### config.mk
export PLATFORM = sky130hd
export DESIGN_NAME = precisionMulArray
export DESIGN_NICKNAME = d
export VERILOG_FILES = /design/src/hw/precisionMulPkg.sv /design/src/hw/apbRegs.sv /design/src/hw/precisionLane.sv /design/src/hw/resultMerge.sv /design/src/hw/precisionMulArray.sv
export VERILOG_INCLUDE_DIRS = /design/src /design/src/include
export SDC_FILE = /design/constraint.sdc
export NUM_CORES = 1
export LEC_CHECK = 0
export BUFFER_PORTS_ARGS = -buffer_cell sky130_fd_sc_hd__buf_4
export CORE_UTILIZATION = 50
export CTS_CLUSTER_SIZE = 8
export DETAILED_ROUTE_END_ITERATION = 7
export PLACE_DENSITY = 0.7
export REMOVE_ABC_BUFFERS = 1
export SKIP_LAST_GASP = 1
export SYNTH_ARGS = -nofsm -noshare
export SYNTH_HDL_FRONTEND = slang
export SYNTH_SLANG_ARGS = --single-unit
### constraint.sdc
create_clock -name clk -period 10.13 [get_ports clk]
set_input_delay 0.5065 -clock clk [delete_from_list [all_inputs] [get_ports clk]]
set_output_delay 0.5065 -clock clk [all_outputs]
set_load 0.03 [all_outputs]
### src/include/precisionMul_defines.svh
`ifndef PRECISIONMUL_DEFINES_SVH
`define PRECISIONMUL_DEFINES_SVH

// operand widths
`define PM_DATA_W       8
`define PM_WEIGHT_W     8
`define PM_NUM_WEIGHTS  4    // four weights share one APB word

// 4-bit data nibble times an 8-bit weight
`define PM_LANE_W       12
// full 8x8 product after the lane merge
`define PM_PROD_W       16

// APB slave
`define PM_APB_AW       8
`define PM_APB_DW       32

// register offsets
`define PM_ADDR_CTRL    8'h00  // mode and start
`define PM_ADDR_DATA    8'h04
`define PM_ADDR_WEIGHT  8'h08
`define PM_ADDR_STATUS  8'h0C  // done flag
`define PM_ADDR_RESULT  8'h10

`endif

### src/hw/precisionMulPkg.sv
`default_nettype none

`include "precisionMul_defines.svh"

package precisionMulPkg;

  typedef logic [`PM_DATA_W-1:0]   data_t;      // unsigned data byte
  typedef logic [`PM_WEIGHT_W-1:0] weight_t;    // two's complement weight
  typedef logic [`PM_DATA_W/2-1:0] laneData_t;  // nibble handled by one lane
  typedef logic [`PM_LANE_W-1:0]   laneSum_t;   // signed lane result
  typedef logic [`PM_PROD_W-1:0]   product_t;   // signed 8-bit mode product
  typedef logic [`PM_APB_AW-1:0]   apbAddr_t;
  typedef logic [`PM_APB_DW-1:0]   apbData_t;

  // precision of data and weights, 0 is reserved
  typedef enum logic [1:0] {
    PREC2 = 2'd1,
    PREC4 = 2'd2,
    PREC8 = 2'd3
  } precMode_t;

endpackage

`default_nettype wire

### src/hw/apbRegs.sv
`default_nettype none

`include "precisionMul_defines.svh"

module apbRegs
  import precisionMulPkg::*;
(
  input  logic      clk,
  input  logic      arstN,
  input  logic      psel,
  input  logic      penable,
  input  logic      pwrite,
  input  apbAddr_t  paddr,
  input  apbData_t  pwdata,
  output apbData_t  prdata,
  output logic      pready,
  output logic      pslverr,
  output precMode_t mode,
  output laneData_t loData,
  output laneData_t hiData,
  output weight_t   loWeightP,
  output weight_t   loWeightQ,
  output weight_t   hiWeightP,
  output weight_t   hiWeightQ,
  output logic      capture,
  input  apbData_t  resultWord,
  input  logic      done
);

  localparam int StartBit = 4;

  data_t    dataReg;
  weight_t  weights [`PM_NUM_WEIGHTS];
  apbData_t weightWord;
  logic     access;
  logic     wrAccess;
  logic     hitCtrl;
  logic     hitData;
  logic     hitWeight;
  logic     hitStatus;
  logic     hitResult;
  logic     mapped;
  logic     badMode;
  logic     ctrlWrite;

  assign access   = psel & penable;  // zero wait states, so every access phase ends here
  assign wrAccess = access & pwrite;

  assign hitCtrl   = (paddr == `PM_ADDR_CTRL);
  assign hitData   = (paddr == `PM_ADDR_DATA);
  assign hitWeight = (paddr == `PM_ADDR_WEIGHT);
  assign hitStatus = (paddr == `PM_ADDR_STATUS);
  assign hitResult = (paddr == `PM_ADDR_RESULT);
  assign mapped    = hitCtrl | hitData | hitWeight | hitStatus | hitResult;

  assign badMode   = hitCtrl & pwrite & (pwdata[1:0] == 2'b00);  // reserved encoding
  assign ctrlWrite = wrAccess & hitCtrl & ~badMode;

  assign pready  = 1'b1;
  assign pslverr = access & (~mapped | badMode);

  always_ff @(posedge clk or negedge arstN) begin
    if (!arstN) begin
      mode    <= PREC8;
      dataReg <= '0;
      capture <= 1'b0;
      for (int k = 0; k < `PM_NUM_WEIGHTS; k++) begin
        weights[k] <= '0;
      end
    end else begin
      capture <= ctrlWrite & pwdata[StartBit];  // high for one cycle only
      if (ctrlWrite) begin
        mode <= precMode_t'(pwdata[1:0]);
      end
      if (wrAccess && hitData) begin
        dataReg <= pwdata[`PM_DATA_W-1:0];
      end
      if (wrAccess && hitWeight) begin
        for (int k = 0; k < `PM_NUM_WEIGHTS; k++) begin
          weights[k] <= pwdata[k*`PM_WEIGHT_W +: `PM_WEIGHT_W];
        end
      end
    end
  end

  // lane operand routing
  // the low lane always works on weights 1 and 2, the high lane's P follows the mode
  assign loData    = dataReg[3:0];
  assign hiData    = dataReg[7:4];
  assign loWeightP = weights[0];
  assign loWeightQ = weights[1];
  assign hiWeightQ = weights[3];  // only used in 2-bit mode

  always_comb begin
    case (mode)
      PREC8:   hiWeightP = weights[0];  // both nibbles times weight 1
      PREC4:   hiWeightP = weights[1];
      default: hiWeightP = weights[2];
    endcase
  end

  always_comb begin
    for (int k = 0; k < `PM_NUM_WEIGHTS; k++) begin
      weightWord[k*`PM_WEIGHT_W +: `PM_WEIGHT_W] = weights[k];
    end
  end

  // start reads back as 0, done is hidden while a capture is in flight
  always_comb begin
    case (paddr)
      `PM_ADDR_CTRL:   prdata = apbData_t'(mode);
      `PM_ADDR_DATA:   prdata = apbData_t'(dataReg);
      `PM_ADDR_WEIGHT: prdata = weightWord;
      `PM_ADDR_STATUS: prdata = apbData_t'(done & ~capture);
      `PM_ADDR_RESULT: prdata = resultWord;
      default:         prdata = '0;
    endcase
  end

endmodule

`default_nettype wire

### src/hw/precisionLane.sv
`default_nettype none

module precisionLane
  import precisionMulPkg::*;
(
  input  precMode_t mode,
  input  laneData_t laneData,
  input  weight_t   weightP,
  input  weight_t   weightQ,
  output laneSum_t  laneSum
);

  logic [3:0] pSign;
  logic [3:0] qSign;
  logic [7:0] pMag;
  logic [7:0] qMag;
  logic [3:0] rowSign [2];  // one sign per 2-bit magnitude field
  logic [7:0] rowMag  [2];
  laneSum_t   term    [2][4];
  laneSum_t   rowSum  [2];

  // Sign-magnitude split at the weight precision. Each 2-bit magnitude field
  // gets the sign of the weight element it belongs to, so the partial product
  // array below never needs to know the mode.
  function automatic void splitWeight(
    input  weight_t    w,
    input  precMode_t  m,
    output logic [3:0] sgn,
    output logic [7:0] mag
  );
    case (m)
      PREC8: begin
        sgn = {4{w[7]}};
        mag = w[7] ? -w : w;  // 128 still fits unsigned
      end
      PREC4: begin
        sgn      = {{2{w[7]}}, {2{w[3]}}};
        mag[3:0] = w[3] ? -w[3:0] : w[3:0];
        mag[7:4] = w[7] ? -w[7:4] : w[7:4];
      end
      default: begin  // four 2-bit weights
        for (int k = 0; k < 4; k++) begin
          sgn[k]        = w[2*k+1];
          mag[2*k +: 2] = w[2*k+1] ? -w[2*k +: 2] : w[2*k +: 2];
        end
      end
    endcase
  endfunction

  // left shift of partial product (row, col) in the lane sum
  function automatic int unsigned ppShift(
    input precMode_t   m,
    input int unsigned row,
    input int unsigned col
  );
    case (m)
      PREC8:   return 2 * (row + col);      // full 4x8 product
      PREC4:   return 2 * (row + col % 2);  // each nibble restarts at weight 0
      default: return 0;                    // plain dot product of fields
    endcase
  endfunction

  always_comb begin
    splitWeight(weightP, mode, pSign, pMag);
    splitWeight(weightQ, mode, qSign, qMag);
  end

  // data bits 3..2 pair with Q only in 2-bit mode
  assign rowSign[0] = pSign;
  assign rowMag[0]  = pMag;
  assign rowSign[1] = (mode == PREC2) ? qSign : pSign;
  assign rowMag[1]  = (mode == PREC2) ? qMag : pMag;

  for (genvar i = 0; i < 2; i++) begin : gRow
    for (genvar j = 0; j < 4; j++) begin : gCol
      logic [3:0] ppMag;
      laneSum_t   ppSigned;

      assign ppMag      = laneData[2*i +: 2] * rowMag[i][2*j +: 2];  // unsigned 2x2
      assign ppSigned   = rowSign[i][j] ? -laneSum_t'(ppMag) : laneSum_t'(ppMag);
      assign term[i][j] = ppSigned << ppShift(mode, i, j);  // wraps, total stays in range
    end

    assign rowSum[i] = (term[i][0] + term[i][1]) + (term[i][2] + term[i][3]);
  end

  assign laneSum = rowSum[0] + rowSum[1];

endmodule

`default_nettype wire

### src/hw/resultMerge.sv
`default_nettype none

`include "precisionMul_defines.svh"

module resultMerge
  import precisionMulPkg::*;
(
  input  logic      clk,
  input  logic      arstN,
  input  precMode_t mode,
  input  logic      capture,
  input  laneSum_t  loSum,
  input  laneSum_t  hiSum,
  output apbData_t  resultWord,
  output logic      done
);

  localparam int ProdExt = `PM_APB_DW - `PM_PROD_W;
  localparam int LaneExt = `PM_APB_DW / 2 - `PM_LANE_W;

  product_t product;
  apbData_t mergedWord;

  // high lane carries data bits 7..4 so it weighs 16x
  assign product = {{(`PM_PROD_W - `PM_LANE_W){loSum[`PM_LANE_W-1]}}, loSum}
                 + {hiSum, 4'b0000};

  always_comb begin
    if (mode == PREC8) begin
      mergedWord = {{ProdExt{product[`PM_PROD_W-1]}}, product};
    end else begin
      mergedWord = {{LaneExt{hiSum[`PM_LANE_W-1]}}, hiSum,
                    {LaneExt{loSum[`PM_LANE_W-1]}}, loSum};  // two packed halves
    end
  end

  // result only moves on capture, so later operand writes leave it alone
  always_ff @(posedge clk or negedge arstN) begin
    if (!arstN) begin
      resultWord <= '0;
      done       <= 1'b0;
    end else if (capture) begin
      resultWord <= mergedWord;
      done       <= 1'b1;
    end
  end

endmodule

`default_nettype wire

### src/hw/precisionMulArray.sv
`default_nettype none

module precisionMulArray
  import precisionMulPkg::*;
(
  input  logic     clk,
  input  logic     arstN,
  input  logic     psel,
  input  logic     penable,
  input  logic     pwrite,
  input  apbAddr_t paddr,
  input  apbData_t pwdata,
  output apbData_t prdata,
  output logic     pready,
  output logic     pslverr
);

  precMode_t mode;
  laneData_t loData;
  laneData_t hiData;
  weight_t   loWeightP;
  weight_t   loWeightQ;
  weight_t   hiWeightP;
  weight_t   hiWeightQ;
  logic      capture;
  laneSum_t  loSum;
  laneSum_t  hiSum;
  apbData_t  resultWord;
  logic      done;

  apbRegs regs_i (
    .clk        (clk),
    .arstN      (arstN),
    .psel       (psel),
    .penable    (penable),
    .pwrite     (pwrite),
    .paddr      (paddr),
    .pwdata     (pwdata),
    .prdata     (prdata),
    .pready     (pready),
    .pslverr    (pslverr),
    .mode       (mode),
    .loData     (loData),
    .hiData     (hiData),
    .loWeightP  (loWeightP),
    .loWeightQ  (loWeightQ),
    .hiWeightP  (hiWeightP),
    .hiWeightQ  (hiWeightQ),
    .capture    (capture),
    .resultWord (resultWord),
    .done       (done)
  );

  // data bits 3..0
  precisionLane laneLo_i (
    .mode     (mode),
    .laneData (loData),
    .weightP  (loWeightP),
    .weightQ  (loWeightQ),
    .laneSum  (loSum)
  );

  // data bits 7..4
  precisionLane laneHi_i (
    .mode     (mode),
    .laneData (hiData),
    .weightP  (hiWeightP),
    .weightQ  (hiWeightQ),
    .laneSum  (hiSum)
  );

  resultMerge merge_i (
    .clk        (clk),
    .arstN      (arstN),
    .mode       (mode),
    .capture    (capture),
    .loSum      (loSum),
    .hiSum      (hiSum),
    .resultWord (resultWord),
    .done       (done)
  );

endmodule

`default_nettype wire

==> results.cfg <==
[outcome]
outcome = finished clean

[cells_and_area]
stdcell_count = 1980
area_delta_synth_final_pct = 9.27
antennaDiodeCount = 0
drive_gt1_share_pct = 12.2
fin_util_pct = 55.8
final_area_um2 = 14500
nets = 1942
fillCellCount = 2386

[synth]
synthXorXnorAreaFrac_pct = 4.62
synth-edff-count = 0
synth-seq-cells = 72
synth_top_area_cell = fa_1
ys_warn_count = 0
synth_fa_ha_area_share_pct = 31.2
synth.mux.area_fraction_pct = 8.23
synthTopCellsByArea = fa_1 19%, dfrtp_1 13%, ha_1 12%
async_flop_share_pct = 100
synth_top_family_by_area = adder cells
synth_top_area_share_pct = 19.1
synthDistinctLibCells = 83
ys_seq_area_share_pct = 13.6
synthCells = 1610
yosysMostFrequentCell = inv_1
synth-simple-area-share_pct = 14.5
synth_common_cells = 253 x inv_1, 141 x nor2_1, 129 x ha_1
synth_area_um2 = 13300
synth_ff_type = dfrtp_1
synth_compound_area_share_pct = 17.9
syn_area_per_cell_um2 = 8.27

[floorplanning]
die_w_um = 165
die_area_um2 = 27300
top_level_ports = 79
start_util_pct = 51.1
die_h_um = 165
rows = 59
core-area_um2 = 26100

[place]
place_area_um2 = 14200
dp_hpwl_um = 32900
dpl.cell_count = 1964
place_congestion = 0.980
port_buffers = 77

[clocking]
clk_pin_slew_ns = 0.07
numCtsBuffers = 9
root_buffer = clkbuf_16
cts.sinks = 72
hold_buffers = 0
cts_tree = yes
h-tree-depth = 3
clk_latency_ns = 0.35
clock_path_buffers = 2

[global_routing]
grt_pass1_vias = 11328
track_usage_pct = 30.9
grt_overflow = 0
grt_antenna_before_repair = 0
grt-busiest-layer = met2
gr-usage-met2_pct = 46.5
grt_max_degree = 73
grtUsageMet1_pct = 44.4
use_met3_pct = 6.72
grt_pass1_wl_um = 63300

[setup_path]
crit_path_max_incr_delay_ns = 0.76
worstSetupEndpointType = flip-flop
worst_ep_arrival_time_ns = 9.86
worst_setup_path_start_kind = flip-flop
crit_type = flip-flop to flip-flop
cp_max_fo = 16
crit_top_cell = a21oi_1
cp.required_ns = 10.39
slowest_stage = dfstp_2

[sta]
fmax_mhz = 104
tightest_slew_ns = 1.37
hold_violations = 0
post-route-period-util_pct = 94.8
fin_crit_ns = 9.60
slew_violations = 0
setup_viol = 0
final.setup_skew_ns = 0.00928
relSlewSlack_pct = 8.24

[job]
cap_viol_max_count = 0

[power_and_ir_drop]
power_switching_share_pct = 31.8
power_leakage_nw = 6.88
p_per_area_nw_per_um2 = 59.8
power.internal_mw = 0.593
switchingPower_mw = 0.277
seqPwrFrac_pct = 34.6
clkPwrFrac_pct = 40.8
p_comb_share_pct = 24.6
peakVddDrop_mv = 0.0743

[routing]
via_count = 11683
avgViaCountPerCell = 5.90
route.detailed.drc = 0
ant_nets = 0
drt_wl_total_um = 40500
wl_per_cell_um = 20.4
drt_iter0_drc = 1103
dr.pass1.iters = 6

[min_path]
hp-class = input pin to async pin
==> cells in the final DEF (no fill, tap or decap), types with 14 or more instances in the layout <==
master and count:
nor2_1 140, xor2_1 24, nand2b_1 20, and2_1 27
nor2b_1 23, ha_1 129, inv_1 252, fa_1 127
buf_4 105, o21ai_0 70, a31oi_1 21, a21oi_1 115
mux2_2 36, nand3_1 14, nand2_1 122, dfrtp_1 70
xnor2_1 31, a21o_1 19, o22ai_1 21, nor3_1 15
mux2i_1 54, a22o_1 22
==> power by group through the flow <==
stage          combinational, mW  sequential (mW)  clock (mW)
3_5_place_dp               0.208            0.306           0
4_1_cts                    0.211            0.301       0.358
6_report                   0.214            0.301       0.355
2_1_floorplan              0.132            0.304           0
3_3_place_gp               0.207            0.306           0
5_1_grt                    0.236            0.301       0.372
==> metrics by stage <==
| stage | hold WS [ns] | setup TNS, ns | worst slack [ns] | total power, mW |
|---|---|---|---|---|
| 2_1_floorplan | 0.211 | -24.81 | -1.62 | 0.436 |
| 3_3_place_gp | 0.452 | 0 | 0.689 | 0.513 |
| 3_5_place_dp | 0.455 | 0 | 0.421 | 0.514 |
| 4_1_cts | 0.326 | 0 | 0.317 | 0.871 |
| 5_1_grt | 0.371 | -0.0392 | -0.0170 | 0.909 |
| 6_report | 0.293 | 0 | 0.531 | 0.870 |
==> kinds of logic after synthesis <==
logic type | count (synthesis)
compound gates | 370
xor+xnor | 61
fa+ha+maj | 256
buf+inv | 340
flops | 72
mux | 97
other cells | 1
simple gates | 413
==> flip-flops by register name (all words and copies together) (netlist names) <==
name                count
regs_i.mode             2
regs_i.dataReg          8
regs_i.capture          1
merge_i.resultWord     28
merge_i.done            1
regs_i.weightWord       8
regs_i.loWeightP        8
regs_i.loWeightQ        8
regs_i.hiWeightQ        8
==> metal layers <==
| metal | share of wire (%) | routed length, µm | vias up |
|---|---|---|---|
| met5 | 0 | 0 | - |
| li1 | - | - | 5453 |
| met3 | 10 | 4050 | 77 |
| met2 | 44 | 17700 | 537 |
| met1 | 44 | 17600 | 5616 |
| met4 | 2.8 | 1130 | 0 |
==> final cells by class <==
type	instances	area, µm²	share of cell area [%]
timing repair buffer	106	803	5.52
inverter	254	957	6.58
sequential	72	1810	12.4
clock buffer	9	225	1.55
tap	335	419	2.88
clock inverter	6	93.8	0.645
multi-input combinational	1198	10200	70.4
==> timing repair <==
item                       CTS  global route
resized for setup            0             8
setup buffers                0             1
setup endpoints to repair    0            15
==> critical path, delay by kind of cell (launching register included) <==
family                     cells  cell delay, ns
DFF                            1            0.76
AOI/OAI and AO/OA             15            2.85
xor gates and xnor gates       3            0.56
muxes                          2            0.43
and+or+nand+nor                4            0.38
adders and majority gates      9            3.66
buffers and inverters          5            0.81
==> worst paths after layout <==
check / endpoint / depth (start not counted) / slack [ns] / startpoint
min in group clk: regs_i.loWeightQ[1] / 3 / 0.36 / pwdata[9]
setup / recovery: merge_i.resultWord[26] / 38 / 0.53 / regs_i.mode[0]
setup reg to reg: merge_i.resultWord[26] / 38 / 0.53 / regs_i.mode[0]
max in group asynchronous: merge_i.resultWord[17] / 1 / 9.21 / arstN
hold reg to reg: merge_i.done / 1 / 0.48 / merge_i.done
hold / removal: regs_i.loWeightP[3] / 1 / 0.29 / arstN
(Power assumes the default switching activity.)
